==> src/c64_cart_pkg.sv <==
// shared types and constants for the cartridge mapper, imported by every block and the testbench
`default_nettype none

package c64_cart_pkg;

	// ****************************************
	// bus and sdram widths
	// ****************************************

	typedef logic [15:0] cpu_addr_t;              // c64 cpu address
	typedef logic [7:0]  cpu_data_t;              // cpu data byte
	typedef logic [24:0] sdram_addr_t;            // sdram word address
	typedef logic [5:0]  bank_t;                  // cart bank, 64 banks max
	typedef logic [2:0]  ef_ctrl_t;               // easyflash control, only 3 bits kept

	// ****************************************
	// cartridge types
	// ****************************************

	// values follow the crt header hardware type field
	typedef enum logic [15:0]
	{
		cart_generic    = 16'd0,                  // plain 8k, 16k or ultimax
		cart_ocean      = 16'd5,                  // ocean type 1
		cart_magic_desk = 16'd19,                 // magic desk, domark, hes australia
		cart_easyflash  = 16'd32                  // easyflash, rom banking only
	} cart_type_e;

	// ****************************************
	// image layout
	// ****************************************

	// first chip packet data once the crt file header and chip header are skipped
	localparam sdram_addr_t crt_base_default = 25'h100050;

	localparam sdram_addr_t chip_8k     = 25'h2000;   // one 8k rom chip
	localparam sdram_addr_t chip_stride = 25'h2010;   // 8k data plus 16 byte chip header

	// ****************************************
	// register and window addresses
	// ****************************************

	localparam cpu_addr_t io1_bank_addr = 16'hDE00;   // bank select register
	localparam cpu_addr_t io1_ctrl_addr = 16'hDE02;   // easyflash control register

	// every rom window spans chip_8k bytes
	localparam cpu_addr_t roml_start      = 16'h8000;
	localparam cpu_addr_t romh_start      = 16'hA000;
	localparam cpu_addr_t umax_romh_start = 16'hE000; // romh moves up in ultimax

endpackage

`default_nettype wire

==> src/cart_bank_regs.sv <==
// cpu-writable cartridge registers: bank select, rom disable and easyflash control
`default_nettype none

module cart_bank_regs
	import c64_cart_pkg::*;
(
	input  wire logic       clk32,                // 32 MHz system clock
	input  wire logic       reset,                // sync, active low
	input  wire cart_type_e cart_type,            // type of the attached image
	input  wire cpu_addr_t  addr,                 // cpu address
	input  wire cpu_data_t  data,                 // cpu write data
	input  wire logic       mem_write,            // cpu write strobe
	input  wire logic       io1,                  // $de00-$deff page select
	output bank_t           bank,                 // selected rom bank
	output logic            rom_disable,          // magic desk rom off flag
	output ef_ctrl_t        ef_ctrl               // easyflash mode bits
);

	logic bank_wr;                                // write to $de00
	logic ctrl_wr;                                // write to $de02

	assign bank_wr = mem_write && (addr == io1_bank_addr);
	assign ctrl_wr = mem_write && (addr == io1_ctrl_addr);

	// ****************************************
	// per-type write decode
	// ****************************************

	always_ff @(posedge clk32)
	begin
		if (!reset)
		begin
			bank        <= '0;                    // every image boots from bank 0
			rom_disable <= 1'b0;
			ef_ctrl     <= '0;
		end
		else
		begin
			case (cart_type)
				cart_ocean:
				begin
					// any write in the io1 page, bit 7 is always set by the software
					if (mem_write && io1)
						bank <= data[5:0];
				end
				cart_magic_desk:
				begin
					if (bank_wr)
					begin
						bank        <= {2'b00, data[3:0]};    // 16 banks at most
						rom_disable <= data[7];               // exposes ram under $8000
					end
				end
				cart_easyflash:
				begin
					if (bank_wr)
						bank <= data[5:0];
					if (ctrl_wr)
						ef_ctrl <= data[2:0];         // mode bits, led bit dropped
				end
				default:
				begin
					// generic and unknown images have no registers
				end
			endcase
		end
	end

	// ****************************************
	// checks
	// ****************************************

	// the easyflash control register only moves while an easyflash image is attached
	ef_ctrl_hold: assert property (@(posedge clk32) disable iff (!reset)
		(cart_type != cart_easyflash) |=> $stable(ef_ctrl))
		else $error("ef_ctrl changed outside easyflash");

endmodule

`default_nettype wire

==> src/cart_mode_decode.sv <==
// banking mode decode: game/exrom lines, rom mapping enable and roml/romh offsets per type
`default_nettype none

module cart_mode_decode
	import c64_cart_pkg::*;
(
	input  wire cart_type_e  cart_type,           // type of the attached image
	input  wire logic        cart_attached,       // image loaded
	input  wire logic        crt_game,            // game flag from crt header
	input  wire logic        crt_exrom,           // exrom flag from crt header
	input  wire logic [15:0] cart_bank_size,      // chip packet data length
	input  wire bank_t       bank,                // selected bank
	input  wire logic        rom_disable,         // magic desk rom off
	input  wire ef_ctrl_t    ef_ctrl,             // easyflash mode
	output logic             game,                // game line to the pla
	output logic             exrom,               // exrom line to the pla
	output logic             rom_map_en,          // roml/romh reads go to the image
	output sdram_addr_t      lo_offset,           // roml bank offset into the image
	output sdram_addr_t      hi_offset            // romh bank offset into the image
);

	// stride = 8k data + 16 byte header, so bank * stride = (bank << 13) + (bank << 4)
	localparam int chip_shift = $clog2(chip_8k);
	localparam int hdr_shift  = $clog2(chip_stride - chip_8k);

	sdram_addr_t bank_off;                        // bank * chip_stride
	logic        line_game;                       // lines before the attach override
	logic        line_exrom;
	logic        map;                             // type allows mapping
	logic        known;                           // cart_type is one we handle
	logic        big_chip;                        // single 16k chip packet

	assign bank_off = (sdram_addr_t'(bank) << chip_shift) + (sdram_addr_t'(bank) << hdr_shift);
	assign big_chip = sdram_addr_t'(cart_bank_size) > chip_8k;

	// ****************************************
	// mode decode
	// ****************************************

	always_comb
	begin
		line_game  = 1'b1;                        // default is no cartridge visible
		line_exrom = 1'b1;
		map        = 1'b0;
		lo_offset  = '0;
		hi_offset  = '0;
		known      = 1'b1;
		case (cart_type)
			cart_generic:
			begin
				line_game  = crt_game;
				line_exrom = crt_exrom;
				map        = 1'b1;
				hi_offset  = big_chip ? chip_8k : chip_stride;  // skip 2nd chip header
				if (!crt_game && crt_exrom)
					hi_offset = '0;               // ultimax image holds romh first
			end
			cart_ocean:
			begin
				line_game  = 1'b0;                // 16k, same bank mirrored in both
				line_exrom = 1'b0;
				map        = 1'b1;
				lo_offset  = bank_off;
				hi_offset  = bank_off;
			end
			cart_magic_desk:
			begin
				if (!rom_disable)
				begin
					line_game  = crt_game;
					line_exrom = crt_exrom;
					map        = 1'b1;
				end
				lo_offset = bank_off;             // roml only
			end
			cart_easyflash:
			begin
				case (ef_ctrl)
					3'b100:
					begin
						// rom off, lines stay high
					end
					3'b101, 3'b110, 3'b111:
					begin
						line_game  = !ef_ctrl[0];   // 101 umax, 110 8k, 111 16k
						line_exrom = !ef_ctrl[1];
						map        = 1'b1;
						lo_offset  = bank_off;
						hi_offset  = bank_off + chip_stride;        // romh chip follows roml
					end
					default:
					begin
						line_game  = 1'b0;        // boot in ultimax from bank 0
						line_exrom = 1'b1;
						map        = 1'b1;
						hi_offset  = chip_stride;
					end
				endcase
			end
			default:
				known = 1'b0;
		endcase

		game       = cart_attached ? line_game : 1'b1;
		exrom      = cart_attached ? line_exrom : 1'b1;
		rom_map_en = cart_attached && map;

		// ultimax with a known type always needs romh, the cpu has no kernal then
		if (known && !game && exrom)
			assert (rom_map_en) else $error("ultimax lines without rom mapping");
	end

endmodule

`default_nettype wire

==> src/cart_addr_map.sv <==
// rom window decode and registered translation of cpu reads into sdram image addresses
`default_nettype none

module cart_addr_map
	import c64_cart_pkg::*;
#(
	parameter sdram_addr_t CRT_BASE = crt_base_default   // first chip data in sdram
)
(
	input  wire logic        clk32,               // 32 MHz system clock
	input  wire logic        reset,               // sync, active low
	input  wire cpu_addr_t   addr,                // cpu address
	input  wire logic        mem_write,           // cpu write strobe
	input  wire logic        roml,                // roml chip select
	input  wire logic        romh,                // romh chip select
	input  wire logic        game,                // current game line
	input  wire logic        exrom,               // current exrom line
	input  wire logic        rom_map_en,          // mapping allowed
	input  wire sdram_addr_t lo_offset,           // roml bank offset
	input  wire sdram_addr_t hi_offset,           // romh bank offset
	output sdram_addr_t      sdram_addr           // translated address, one cycle later
);

	localparam int win_bits = $clog2(chip_8k);    // windows are 8k aligned

	logic        umax;                            // game low, exrom high
	logic        mode_8k;                         // game high, exrom low, no romh
	logic        umax_win;                        // addr in $e000-$ffff while ultimax
	logic        roml_hit;
	logic        romh_hit;
	cpu_addr_t   romh_base;                       // $a000 or $e000
	sdram_addr_t next_addr;

	assign umax     = !game && exrom;
	assign mode_8k  = game && !exrom;
	assign umax_win = umax && (addr[15:win_bits] == umax_romh_start[15:win_bits]);

	// ****************************************
	// window select
	// ****************************************

	assign roml_hit = rom_map_en && !mem_write && roml
		&& (addr[15:win_bits] == roml_start[15:win_bits]);

	assign romh_hit = rom_map_en && !mem_write && romh && !mode_8k
		&& ((addr[15:win_bits] == romh_start[15:win_bits]) || umax_win);

	assign romh_base = umax_win ? umax_romh_start : romh_start;

	always_comb
	begin
		next_addr = sdram_addr_t'(addr);          // pass through by default
		if (roml_hit)
			next_addr = CRT_BASE + lo_offset + sdram_addr_t'(addr - roml_start);
		else if (romh_hit)
			next_addr = CRT_BASE + hi_offset + sdram_addr_t'(addr - romh_base);
	end

	// ****************************************
	// output register
	// ****************************************

	always_ff @(posedge clk32)
	begin
		if (!reset)
			sdram_addr <= '0;
		else
			sdram_addr <= next_addr;              // one access per cycle, no stall
	end

	// a mapped read lands inside the image on the next cycle
	map_in_image: assert property (@(posedge clk32) disable iff (!reset)
		(roml_hit || romh_hit) |=> (sdram_addr >= CRT_BASE))
		else $error("mapped address below CRT_BASE");

endmodule

`default_nettype wire

==> src/cartridge.sv <==
// expansion port cartridge top level: bank registers, mode decode and sdram address map
`default_nettype none

module cartridge
	import c64_cart_pkg::*;
#(
	parameter sdram_addr_t CRT_BASE = crt_base_default   // image load address in sdram
)
(
	input  wire logic        clk32,               // 32 MHz system clock
	input  wire logic        reset,               // sync, active low
	input  wire cpu_addr_t   addr,                // cpu address
	input  wire cpu_data_t   data,                // cpu write data
	input  wire logic        mem_write,           // cpu write strobe
	input  wire logic        io1,                 // $de00 page
	input  wire logic        roml,                // roml chip select
	input  wire logic        romh,                // romh chip select
	input  wire logic [15:0] cart_id,             // crt hardware type
	input  wire logic [15:0] cart_bank_size,      // chip packet data length
	input  wire logic        crt_game,            // crt header game flag
	input  wire logic        crt_exrom,           // crt header exrom flag
	input  wire logic        cart_attached,       // image loaded
	output sdram_addr_t      sdram_addr,          // translated read address
	output logic             game,                // game line
	output logic             exrom                // exrom line
);

	cart_type_e  cart_type;
	bank_t       bank;
	logic        rom_disable;
	ef_ctrl_t    ef_ctrl;
	logic        rom_map_en;
	sdram_addr_t lo_offset;
	sdram_addr_t hi_offset;

	assign cart_type = cart_type_e'(cart_id);     // unlisted ids fall to the unknown case

	cart_bank_regs cart_bank_regs_i
	(
		.clk32, .reset, .cart_type, .addr, .data, .mem_write, .io1,
		.bank, .rom_disable, .ef_ctrl
	);

	cart_mode_decode cart_mode_decode_i
	(
		.cart_type, .cart_attached, .crt_game, .crt_exrom, .cart_bank_size,
		.bank, .rom_disable, .ef_ctrl,
		.game, .exrom, .rom_map_en, .lo_offset, .hi_offset
	);

	cart_addr_map #(.CRT_BASE(CRT_BASE)) cart_addr_map_i
	(
		.clk32, .reset, .addr, .mem_write, .roml, .romh,
		.game, .exrom, .rom_map_en, .lo_offset, .hi_offset,
		.sdram_addr
	);

endmodule

`default_nettype wire

==> config.mk <==
export PLATFORM = sky130hd
export DESIGN_NAME = cartridge
export DESIGN_NICKNAME = d
export VERILOG_FILES = /design/src/c64_cart_pkg.sv /design/src/cart_bank_regs.sv /design/src/cart_mode_decode.sv /design/src/cart_addr_map.sv /design/src/cartridge.sv
export SDC_FILE = /design/constraint.sdc
export NUM_CORES = 1
export LEC_CHECK = 0
export ABC_AREA = 1
export BUFFER_PORTS_ARGS = -buffer_cell sky130_fd_sc_hd__buf_2
export CORE_MARGIN = 2
export CORE_UTILIZATION = 50
export CTS_CLUSTER_SIZE = 12
export DETAILED_ROUTE_END_ITERATION = 8
export PLACE_DENSITY_LB_ADDON = 0.08
export SLEW_MARGIN = 20
export SYNTH_ARGS = -nofsm -noshare
export SYNTH_HDL_FRONTEND = slang
export SYNTH_SLANG_ARGS = --single-unit
export TNS_END_PERCENT = 5
==> constraint.sdc <==
create_clock -name clk32 -period 4.1 [get_ports clk32]
set_clock_uncertainty 0.1 [all_clocks]
set_input_delay 0.82 -clock clk32 [delete_from_list [all_inputs] [get_ports clk32]]
set_output_delay 0.82 -clock clk32 [all_outputs]
set_load 0.01 [all_outputs]
==> flow_summary.json, run 1 <==
{
  "crit_arrival_ps": 4190,
  "final_max_slew_viol_count": 0,
  "cts_root_buf": "clkbuf_8",
  "synth.distinct_cells": 42,
  "fin_ws_ps": 61.4,
  "async_flop_share_pct": 0,
  "grt_overflow": 0,
  "slowest_stage": "o211ai_1",
  "netlist_top_cells_count": "nand2_1, inv_1, nor2_1, nand3_1, ha_1",
  "intPower_uw": 562,
  "die_h_um": 92.0,
  "drive_above_1_share_pct": 29.6,
  "viasPerCell": 5.33,
  "hold_start": "cart_bank_regs_i.rom_disable",
  "slowest_delay_ps": 320,
  "drc": 0,
  "place_ws_ps": -196,
  "grt_pass1_wl_um": 19900,
  "drt_first_pass_iters": 6,
  "synth_area_sq_um": 3870,
  "ios": 92,
  "crit_buf_inv": 6,
  "clock_power_share_pct": 32.3,
  "worst_setup_path_start_kind": "input port",
  "antennaDiodeCount": 0,
  "synth_compound_gate_area_share_pct": 13.0,
  "die_w_um": 92.0,
  "cts_buffer_depth": 2,
  "core_region_area_sq_um": 7610,
  "synthTopCellsByArea": "ha_1, dfxtp_1, nand2_1, inv_1, nand3_1",
  "area_growth_pct": 35.0,
  "synthSimpleGateAreaFrac_pct": 34.6,
  "yosys_most_used_dff": "dfxtp_1",
  "syn_area_per_cell_sq_um": 6.39,
  "min_period_ps": 4040,
  "cp_common_cell": "inv_1",
  "synth_top_family_by_area": "simple AND/OR/NAND/NOR gates",
  "place_congestion": 0.954,
  "total_leakage_power_nw": 2.87,
  "initialDrtViolationCount": 249,
  "hold_violations": 0,
  "yosys.area_share.adder_pct": 19.0,
  "period_share_pct": 98.5,
  "seqPwrFrac_pct": 38.7,
  "holdPathStages": 2,
  "crit_required_ps": 4250,
  "crit_type": "input port to register",
  "yosys_warnings": 0,
  "power_frac_comb_pct": 28.9,
  "worstRegToRegCells": 19,
  "utilization_pct": 68.7,
  "start_util_pct": 50.9,
  "synthCells": 606,
  "rsz0062_at_grt": "yes",
  "synth_top_area_cell": "ha_1",
  "worstSetupStartpoint": "cart_id[3]",
  "worstHoldPathType": "register to register",
  "ys_seq_area_share_pct": 16.5,
  "cellPowerDensity_nw_per_um2": 158,
  "synth_most_common_cell": "nand2_1",
  "antenna_found_initial": 0,
  "cts_sinks": 32,
  "drt-total-wl_um": 12400,
  "clk_pin_slew_ps": 80,
  "path_cells": "buf_2, nor2_2, nand2_2, inv_1, nand3_4, nor2_4, inv_1, buf_4, nor2_1, a21oi_1, a211oi_1, buf_4, ha_1, ha_4, nand3_1, o211ai_1, nand2_1, a21oi_2, xor2_1, nand3_1, nand3_2, nand2_1, inv_1",
  "cap_violations": 0,
  "tightest_slew_ps": 867,
  "grt_util_all_layers_pct": 29.1,
  "fin_cells": 871,
  "synth-edff-count": 0,
  "placed_cells": 855,
  "row_count": 32,
  "vdd_drop_max_uv": 125,
  "grt_max_degree": 22,
  "ant_nets": 0,
  "synth_xor_area_share_pct": 4.30,
  "endpoint_kind": "register",
  "hold_slack_ps": 420,
  "maxSlewHeadroom_pct": 41.9,
  "dieArea_sq_um": 8460,
  "critPathTopFamily": "simple AND/OR/NAND/NOR gates",
  "ys_seq_elements": 32,
  "place_area_sq_um": 4890,
  "clkLatencyLatePin_ps": 290,
  "cts_tree": "yes",
  "switchingPower_uw": 266,
  "r2r_slack_ps": 540,
  "vias": 4640,
  "worstReg2RegEnd": "cart_addr_map_i.sdram_addr[14]",
  "synth_top_area_share_pct": 17.5,
  "layout.nets": 890,
  "sw_frac_of_total_pct": 32.1,
  "status": "finished clean",
  "port-buffer-count": 87,
  "cts_buffers": 5,
  "htreeDepth": 2,
  "routedWlPerCell_um": 14.2,
  "min_to": "cart_bank_regs_i.rom_disable",
  "grt_pass1_vias": 4482,
  "synthMuxAreaShare_pct": 0,
  "final_area_sq_um": 5230,
  "setup_viol_count_final": 0,
  "cp_max_fo": 4,
  "r2r_start": "cart_bank_regs_i.ef_ctrl[2]",
  "fmax_mhz": 248,
  "dpl.hpwl_um": 9780
}
-- placed cells by master (no fill, tap or decap), drive strengths merged, types with 6 or more instances in the layout --
cell    instances
a211oi          9
a21oi          36
buf           164
clkbuf          7
dfxtp          32
ha             54
inv           108
nand2         122
nand3          62
nand4          11
nor2           67
nor3           15
nor4            7
o21ai          26
xnor2           6
xor2           13
-- state kept, by name, indices dropped and copies added, names as in the netlist --
register                      count
cart_addr_map_i.sdram_addr       22
cart_bank_regs_i.bank             6
cart_bank_regs_i.ef_ctrl          3
cart_bank_regs_i.rom_disable      1
-- power groups by stage --
stage	Combinational, mW	Clock (mW)	Sequential [mW]
floorplan	0.113	0	0.333
global placement	0.212	0	0.328
detailed placement	0.219	0	0.328
CTS	0.221	0.272	0.321
global route	0.269	0.282	0.321
finish	0.239	0.268	0.321
-- per-stage QoR --
| step | setup TNS [ps] | power [mW] |
|---|---|---|
| 2_1_floorplan | 0 | 0.446 |
| 3_3_place_gp | -456 | 0.540 |
| 3_5_place_dp | -1030 | 0.547 |
| 4_1_cts | 0 | 0.813 |
| 5_1_grt | -379 | 0.872 |
| 6_report | 0 | 0.828 |
-- worst max-delay path by stage --
stage | depth (start not counted) | to
detailed placement | 23 | cart_addr_map_i.sdram_addr[21]
floorplan | 23 | cart_addr_map_i.sdram_addr[15]
finish | 23 | cart_addr_map_i.sdram_addr[14]
global route | 23 | cart_addr_map_i.sdram_addr[14]
global placement | 21 | cart_addr_map_i.sdram_addr[17]
CTS | 23 | cart_addr_map_i.sdram_addr[21]
-- metal layers --
layer | GRT usage (%) | part of all wire, % | vias up
li1 | - | - | 2304
met1 | 38.4 | 44 | 2130
met2 | 49.1 | 46 | 167
met3 | 3.45 | 6.4 | 39
met4 | 9.70 | 3.2 | 0
met5 | 0 | 0 | -
-- kinds of logic (layout without fill, tap and decap cells) --
logic type	after synthesis	count (layout)
other	1	3
buffers and inverters	120	281
AOI/OAI and AO/OA	87	87
xor gates and xnor gates	19	19
DFF	32	32
adders and majority gates	57	57
and+or+nand+nor	290	290
-- final cells by class --
class | instances | area, sq um
timing repair buffer | 164 | 1020
sequential | 32 | 641
multi-input combinational | 456 | 2930
tap | 102 | 128
fill | 727 | 2380
clock inverter | 1 | 7.51
inverter | 109 | 409
clock buffer | 7 | 86.3
-- worst register-to-register path: cells and delay by family (launching register included) --
family	cells	cell delay (ps)
buf+inv	4	440
flops	1	390
simple gates	7	800
fa+ha+maj	2	550
xor+xnor	1	210
compound gates	5	1020
-- repair_timing --
| item | CTS | global route |
|---|---|---|
| hold buffers | 0 | 0 |
| buffers inserted | 0 | 7 |
| setup endpoints to repair | 0 | 10 |
| gates resized for setup | 0 | 41 |
No activity file was read; power rests on OpenSTA's default activity.
==> inputs of run 2 (changes only) <==
--- a/config.mk
+++ b/config.mk
@@ -8,12 +8,14 @@
 export ABC_AREA = 1
 export BUFFER_PORTS_ARGS = -buffer_cell sky130_fd_sc_hd__buf_2
 export CORE_MARGIN = 2
-export CORE_UTILIZATION = 50
+export CORE_UTILIZATION = 61
 export CTS_CLUSTER_SIZE = 12
 export DETAILED_ROUTE_END_ITERATION = 8
 export PLACE_DENSITY_LB_ADDON = 0.08
+export SKIP_LAST_GASP = 1
 export SLEW_MARGIN = 20
 export SYNTH_ARGS = -nofsm -noshare
 export SYNTH_HDL_FRONTEND = slang
+export SYNTH_HIERARCHICAL = 1
 export SYNTH_SLANG_ARGS = --single-unit
 export TNS_END_PERCENT = 5
==> constraint.sdc (replaced) <==
create_clock -name clk32 -period 4 [get_ports clk32]
set_clock_uncertainty 0.1 [all_clocks]
set_input_delay 0.8 -clock clk32 [delete_from_list [all_inputs] [get_ports clk32]]
set_output_delay 0.8 -clock clk32 [all_outputs]
set_load 0.01 [all_outputs]
==> run 2 against run 1 <==
Critical path depth shrank 2. Cell count grew 73%. Critical endpoint is now cart_addr_map_i/sdram_addr[18]. Via count grew 68%. Synthesized cell count grew 100%. Utilization grew 5.5 points. Sequential power grew 12%.
==> flow_summary.json, run 2 <==
{
  "worstHoldPathType": "register to register",
  "grt_overflow": 0,
  "grt_pass1_wl_um": 30300,
  "cts_root_buf": "clkbuf_8",
  "fin_setup_tns_ps": 0,
  "largest_register_ffs": 25,
  "synth_top_area_share_pct": 23.1,
  "die_w_um": 109,
  "path_cells": "buf_2, nor2_2, nand2_2, nor2_4, buf_6, nand3_1, nand2_1, a21oi_1, nand2_1, nand4_1, ha_1, buf_4, xor2_1, ha_1, ha_4, nand2_4, nor4_1, nand2_1, nand3_1, nand3_1, a21oi_1",
  "ios": 92,
  "row_count": 38,
  "worstRegToRegCells": 18,
  "hold_violations": 0,
  "grt_util_all_layers_pct": 32.0,
  "grt_max_degree": 23,
  "netlist_top_cells_count": "nand2_1, inv_1, nor2_1, ha_1, nand3_1",
  "holdPathStages": 4,
  "slowest_delay_ps": 360,
  "cts_tree": "yes",
  "synthTopCellsByArea": "nand2_1, ha_1, inv_1, dfxtp_1, nor2_1",
  "slowest_stage": "ha_1",
  "utilization_pct": 74.1,
  "fmax_mhz": 251,
  "yosys_most_used_dff": "dfxtp_1",
  "port-buffer-count": 90,
  "cp_max_fo": 8,
  "hold_buffers": 0,
  "status": "finished clean",
  "min_period_ps": 3990,
  "viasPerCell": 5.16,
  "drc": 0,
  "drive_above_1_share_pct": 18.7,
  "ys_seq_area_share_pct": 10.4,
  "worst_setup_path_start_kind": "input port",
  "layout.nets": 1529,
  "synthCells": 1220,
  "cts_buffer_depth": 2,
  "cts_buffers": 5,
  "synth.distinct_cells": 38,
  "synth_area_sq_um": 6760,
  "drt-total-wl_um": 19400,
  "antenna_found_initial": 0,
  "core_region_area_sq_um": 10800,
  "final_cell_mix": "nand2_1, inv_1, nor2_1",
  "vias": 7777,
  "die_h_um": 109,
  "place_congestion": 0.968,
  "period_share_pct": 99.8,
  "async_flop_share_pct": 0,
  "cellPowerDensity_nw_per_um2": 153,
  "synth_top_area_cell": "nand2_1",
  "crit_arrival_ps": 4090,
  "syn_area_per_cell_sq_um": 5.54,
  "final_max_slew_viol_count": 0,
  "yosys_warnings": 6,
  "initialDrtViolationCount": 478,
  "top_register": "cart_addr_map_i/sdram_addr",
  "rsz0062_at_grt": "yes",
  "clkLatencyLatePin_ps": 300,
  "ant_nets": 0,
  "mostFrequentLayoutCell": "nand2_1",
  "htreeDepth": 2,
  "endpoint_kind": "register",
  "vdd_drop_max_uv": 151,
  "maxSlewHeadroom_pct": 48.7,
  "grt_pass1_vias": 6805,
  "drt_first_pass_iters": 5,
  "dpl.hpwl_um": 16100,
  "clk_pin_slew_ps": 70,
  "synth_most_common_cell": "nand2_1",
  "tightest_slew_ps": 769,
  "crit_required_ps": 4100,
  "reg_top3": "cart_addr_map_i/sdram_addr x25, cart_bank_regs_i/bank x6, cart_bank_regs_i/ef_ctrl x3",
  "routedWlPerCell_um": 12.9,
  "setup_viol_count_final": 0,
  "cap_violations": 0,
  "ys_seq_elements": 35,
  "area_growth_pct": 18.9,
  "total_leakage_power_nw": 4.76,
  "crit_type": "input port to register",
  "start_util_pct": 62.4,
  "cts_sinks": 35,
  "antennaDiodeCount": 0,
  "synth-edff-count": 0,
  "dieArea_sq_um": 11900
}
==> run 2: power by group <==
| part | internal (mW) | switching (mW) | leakage [nW] |
|---|---|---|---|
| Combinational | 0.246 | 0.365 | 4.43 |
| Sequential | 0.357 | 0.00209 | 0.286 |
| Clock | 0.122 | 0.141 | 0.0412 |
==> run 2: stage by stage <==
stage / setup WS (ps) / cell area (sq um) / power, mW / hold WS [ps] / instances
2_1_floorplan: 58.2 / 6850 / 0.738 / 402 / 1243
3_3_place_gp: -291 / 7650 / 0.887 / 434 / 1497
3_5_place_dp: -344 / 7650 / 0.900 / 435 / 1497
4_1_cts: 5.72 / 7740 / 1.16 / 449 / 1506
5_1_grt: -139 / 8040 / 1.33 / 479 / 1507
6_report: 9.61 / 8040 / 1.23 / 447 / 1507
==> run 2: layer usage <==
layer / global-route usage [%] / vias up / routed length (um)
met5: 0 / - / 0
met3: 4.27 / 43 / 1350
met1: 41.0 / 3427 / 8390
li1: - / 4029 / -
met2: 57.0 / 278 / 9180
met4: 7.59 / 0 / 507
==> run 2: final cells by class <==
cell class	count	area (sq um)
Clock buffer	6	72.6
Clock inverter	2	12.5
Fill cell	1003	2800
Inverter	226	848
Multi-Input combinational cell	935	5230
Sequential cell	35	701
Tap cell	140	175
Timing Repair Buffer	163	1000
==> run 2: worst max-delay path: cells and delay by family <==
kind / cells / cell delay [ps]
compound gates: 2 / 240
xor+xnor: 1 / 140
fa+ha+maj: 3 / 1030
buf+inv: 3 / 400
simple gates: 12 / 1490
==> run 2: cells by family after synthesis <==
kind of cell	Yosys count	share of synthesized area (%)
other	1	0.0555
DFF	35	10.4
AOI/OAI and AO/OA	84	6.53
adders and majority gates	98	18.4
and+or+nand+nor	715	45.0
buffers and inverters	273	17.9
xor gates and xnor gates	14	1.81
==> run 2: what timing repair did <==
item	4_1_cts	5_1_grt
setup endpoints to repair	4	11
pin swaps	1	19
cloned	0	0
endpoints found under the hold margin	0	0
setup buffers	1	1
gates resized for setup	0	65
==> run 2: worst paths after layout <==
path / start / endpoint / slack [ps]
worst max register to register: cart_bank_regs_i/ef_ctrl[2] / cart_addr_map_i/sdram_addr[18] / 570
worst min register to register: cart_bank_regs_i/bank[5] / cart_bank_regs_i/bank[5] / 450
worst max-delay path: cart_id[13] / cart_addr_map_i/sdram_addr[18] / 10
worst min-delay path: cart_bank_regs_i/bank[5] / cart_bank_regs_i/bank[5] / 450
==> inputs of run 3 (changes only) <==
--- a/config.mk
+++ b/config.mk
@@ -9,6 +9,7 @@
 export BUFFER_PORTS_ARGS = -buffer_cell sky130_fd_sc_hd__buf_2
 export CORE_MARGIN = 2
 export CORE_UTILIZATION = 61
+export CTS_BUF_LIST = sky130_fd_sc_hd__clkbuf_8
 export CTS_CLUSTER_SIZE = 12
 export DETAILED_ROUTE_END_ITERATION = 8
 export PLACE_DENSITY_LB_ADDON = 0.08
==> run 3 against run 2 <==
Utilization stayed put. Count of clock-buffer cells in the layout is 1 lower. First-iteration DRC count is 0.42% higher. Largest power group unchanged. Global-route usage stayed put. Fmax hardly changed. Setup slack better by 1.5 ps. Routed wire length hardly changed. Critical path depth stayed put. Cell area stayed put. Non-clock buffer count stayed put. Register-to-register slack hardly changed. Combinational power hardly changed.
==> flow_summary.json, run 3 (synthesized netlist as in run 2, its figures left out) <==
{
  "crit_type": "input port to register",
  "dieArea_sq_um": 11900,
  "maxSlewHeadroom_pct": 48.7,
  "ant_nets": 0,
  "antenna_found_initial": 0,
  "worstRegToRegCells": 18,
  "endpoint_kind": "register",
  "holdPathStages": 4,
  "start_util_pct": 62.4,
  "fin_cells": 1507,
  "port-buffer-count": 90,
  "sw_frac_of_total_pct": 41.3,
  "die_w_um": 109,
  "clkLatencyLatePin_ps": 300,
  "layout.nets": 1529,
  "dpl.hpwl_um": 16100,
  "ios": 92,
  "cap_violations": 0,
  "total_leakage_power_nw": 4.76,
  "row_count": 38,
  "final_max_slew_viol_count": 0,
  "status": "finished clean",
  "setup_viol_count_final": 0,
  "worstReg2RegEnd": "cart_addr_map_i/sdram_addr[18]",
  "core_region_area_sq_um": 10800,
  "period_share_pct": 99.7,
  "use_met1_pct": 41.0,
  "switchingPower_uw": 508,
  "intPower_uw": 722,
  "grtUsageMet3_pct": 4.27,
  "min_period_ps": 3990,
  "reg_top3": "cart_addr_map_i/sdram_addr x25, cart_bank_regs_i/bank x6, cart_bank_regs_i/ef_ctrl x3",
  "cts_buffers": 5,
  "hold_start": "cart_bank_regs_i/bank[5]",
  "grt_overflow": 0,
  "final_cell_mix": "nand2_1, inv_1, nor2_1",
  "antennaDiodeCount": 0,
  "rsz0062_at_grt": "yes",
  "tightest_slew_ps": 769,
  "drt_first_pass_iters": 5,
  "seqPwrFrac_pct": 29.2,
  "largest_register_ffs": 25,
  "utilization_pct": 74.1,
  "r2r_slack_ps": 570,
  "placed_cells": 1497,
  "r2r_start": "cart_bank_regs_i/ef_ctrl[2]",
  "clk_pin_slew_ps": 70,
  "cts_tree": "yes",
  "grt_max_degree": 23,
  "power_frac_comb_pct": 49.6,
  "path_cells": "buf_2, nor2_2, nand2_2, nor2_4, buf_6, nand3_1, nand2_1, a21oi_1, nand2_1, nand4_1, ha_1, buf_4, xor2_1, ha_1, ha_4, nand2_4, nor4_1, nand2_1, nand3_1, nand3_1, a21oi_1",
  "cts_root_buf": "clkbuf_8",
  "drt-total-wl_um": 19400,
  "die_h_um": 109,
  "crit_required_ps": 4100,
  "vias": 7781,
  "routedWlPerCell_um": 12.9,
  "critPathTopFamily": "simple AND/OR/NAND/NOR gates",
  "grt_pass1_vias": 6805,
  "fmax_mhz": 251,
  "min_to": "cart_bank_regs_i/bank[5]",
  "grt_util_met2_pct": 57.0,
  "viasPerCell": 5.16,
  "worstHoldPathType": "register to register",
  "top_register": "cart_addr_map_i/sdram_addr",
  "drive_above_1_share_pct": 18.7,
  "place_congestion": 0.968,
  "cts_sinks": 35,
  "grt_util_all_layers_pct": 32.0,
  "mostFrequentLayoutCell": "nand2_1",
  "crit_buf_inv": 3,
  "clock_power_share_pct": 21.2,
  "cts_buffer_depth": 2,
  "drc": 0,
  "cp_max_fo": 8,
  "slowest_stage": "ha_1",
  "htreeDepth": 2,
  "grt_pass1_wl_um": 30300,
  "initialDrtViolationCount": 480,
  "hold_violations": 0,
  "cellPowerDensity_nw_per_um2": 153,
  "crit_arrival_ps": 4090,
  "grt.busiest_layer": "met2",
  "hold_buffers": 0,
  "vdd_drop_max_uv": 151,
  "area_growth_pct": 18.9,
  "worst_setup_path_start_kind": "input port",
  "slowest_delay_ps": 360
}
-- run 3: changes by cell type in the layout (fill, tap and decap cells not counted) --
cell	delta
clkbuf_1	-1
inv_1	+1
-- run 3: worst min-delay path: stages (launching register included) --
cell and delay [ps]:
dfxtp_1 330, inv_1 50, nand2_1 40, nand2_1 50
nor2_1 30
-- run 3: layout make-up --
| class | count | area (sq um) |
|---|---|---|
| clock inverters | 3 | 16.3 |
| repair buffers | 163 | 1000 |
| well taps | 140 | 175 |
| inverters | 226 | 848 |
| flip-flops and latches | 35 | 701 |
| clock buffers | 5 | 68.8 |
| multi-input cells | 935 | 5230 |
| fillers | 1003 | 2800 |
-- run 3: metal layers --
metal | part of all wire, % | wire length (um)
met1 | 43 | 8350
met2 | 47 | 9180
met3 | 7.2 | 1400
met4 | 2.6 | 507
met5 | 0 | 0
-- run 3: timing repair --
item / CTS / global route
gates resized for setup: 0 / 65
endpoints found under the setup margin: 4 / 11
pin swaps: 1 / 19
setup buffers: 1 / 1
-- run 3: power by group through the flow --
stage / Sequential [mW] / Clock [mW] / Combinational, mW
5_1_grt: 0.360 / 0.280 / 0.685
3_3_place_gp: 0.367 / 0 / 0.520
2_1_floorplan: 0.372 / 0 / 0.366
6_report: 0.359 / 0.261 / 0.611
4_1_cts: 0.359 / 0.266 / 0.536
3_5_place_dp: 0.367 / 0 / 0.533
-- run 3: stage by stage --
stage          TNS (ps)  total power [mW]  instance area (sq um)  setup WS (ps)  hold slack [ps]
5_1_grt           -1060              1.32                   8040           -139              479
4_1_cts               0              1.16                   7740           5.72              449
3_5_place_dp      -2670             0.900                   7650           -344              435
3_3_place_gp      -2190             0.887                   7650           -291              434
6_report              0              1.23                   8040           11.1              447
2_1_floorplan         0             0.738                   6850           58.2              402
-- run 3: worst max-delay path by stage --
stage	startpoint	to	cells past startpoint
after floorplan	cart_id[15]	cart_addr_map_i/sdram_addr[22]	28
after global placement	cart_id[13]	cart_addr_map_i/sdram_addr[23]	28
after detailed placement	cart_id[13]	cart_addr_map_i/sdram_addr[16]	24
after CTS	cart_id[11]	cart_addr_map_i/sdram_addr[16]	24
after global routing	cart_id[14]	cart_addr_map_i/sdram_addr[18]	26
final	cart_id[13]	cart_addr_map_i/sdram_addr[18]	21
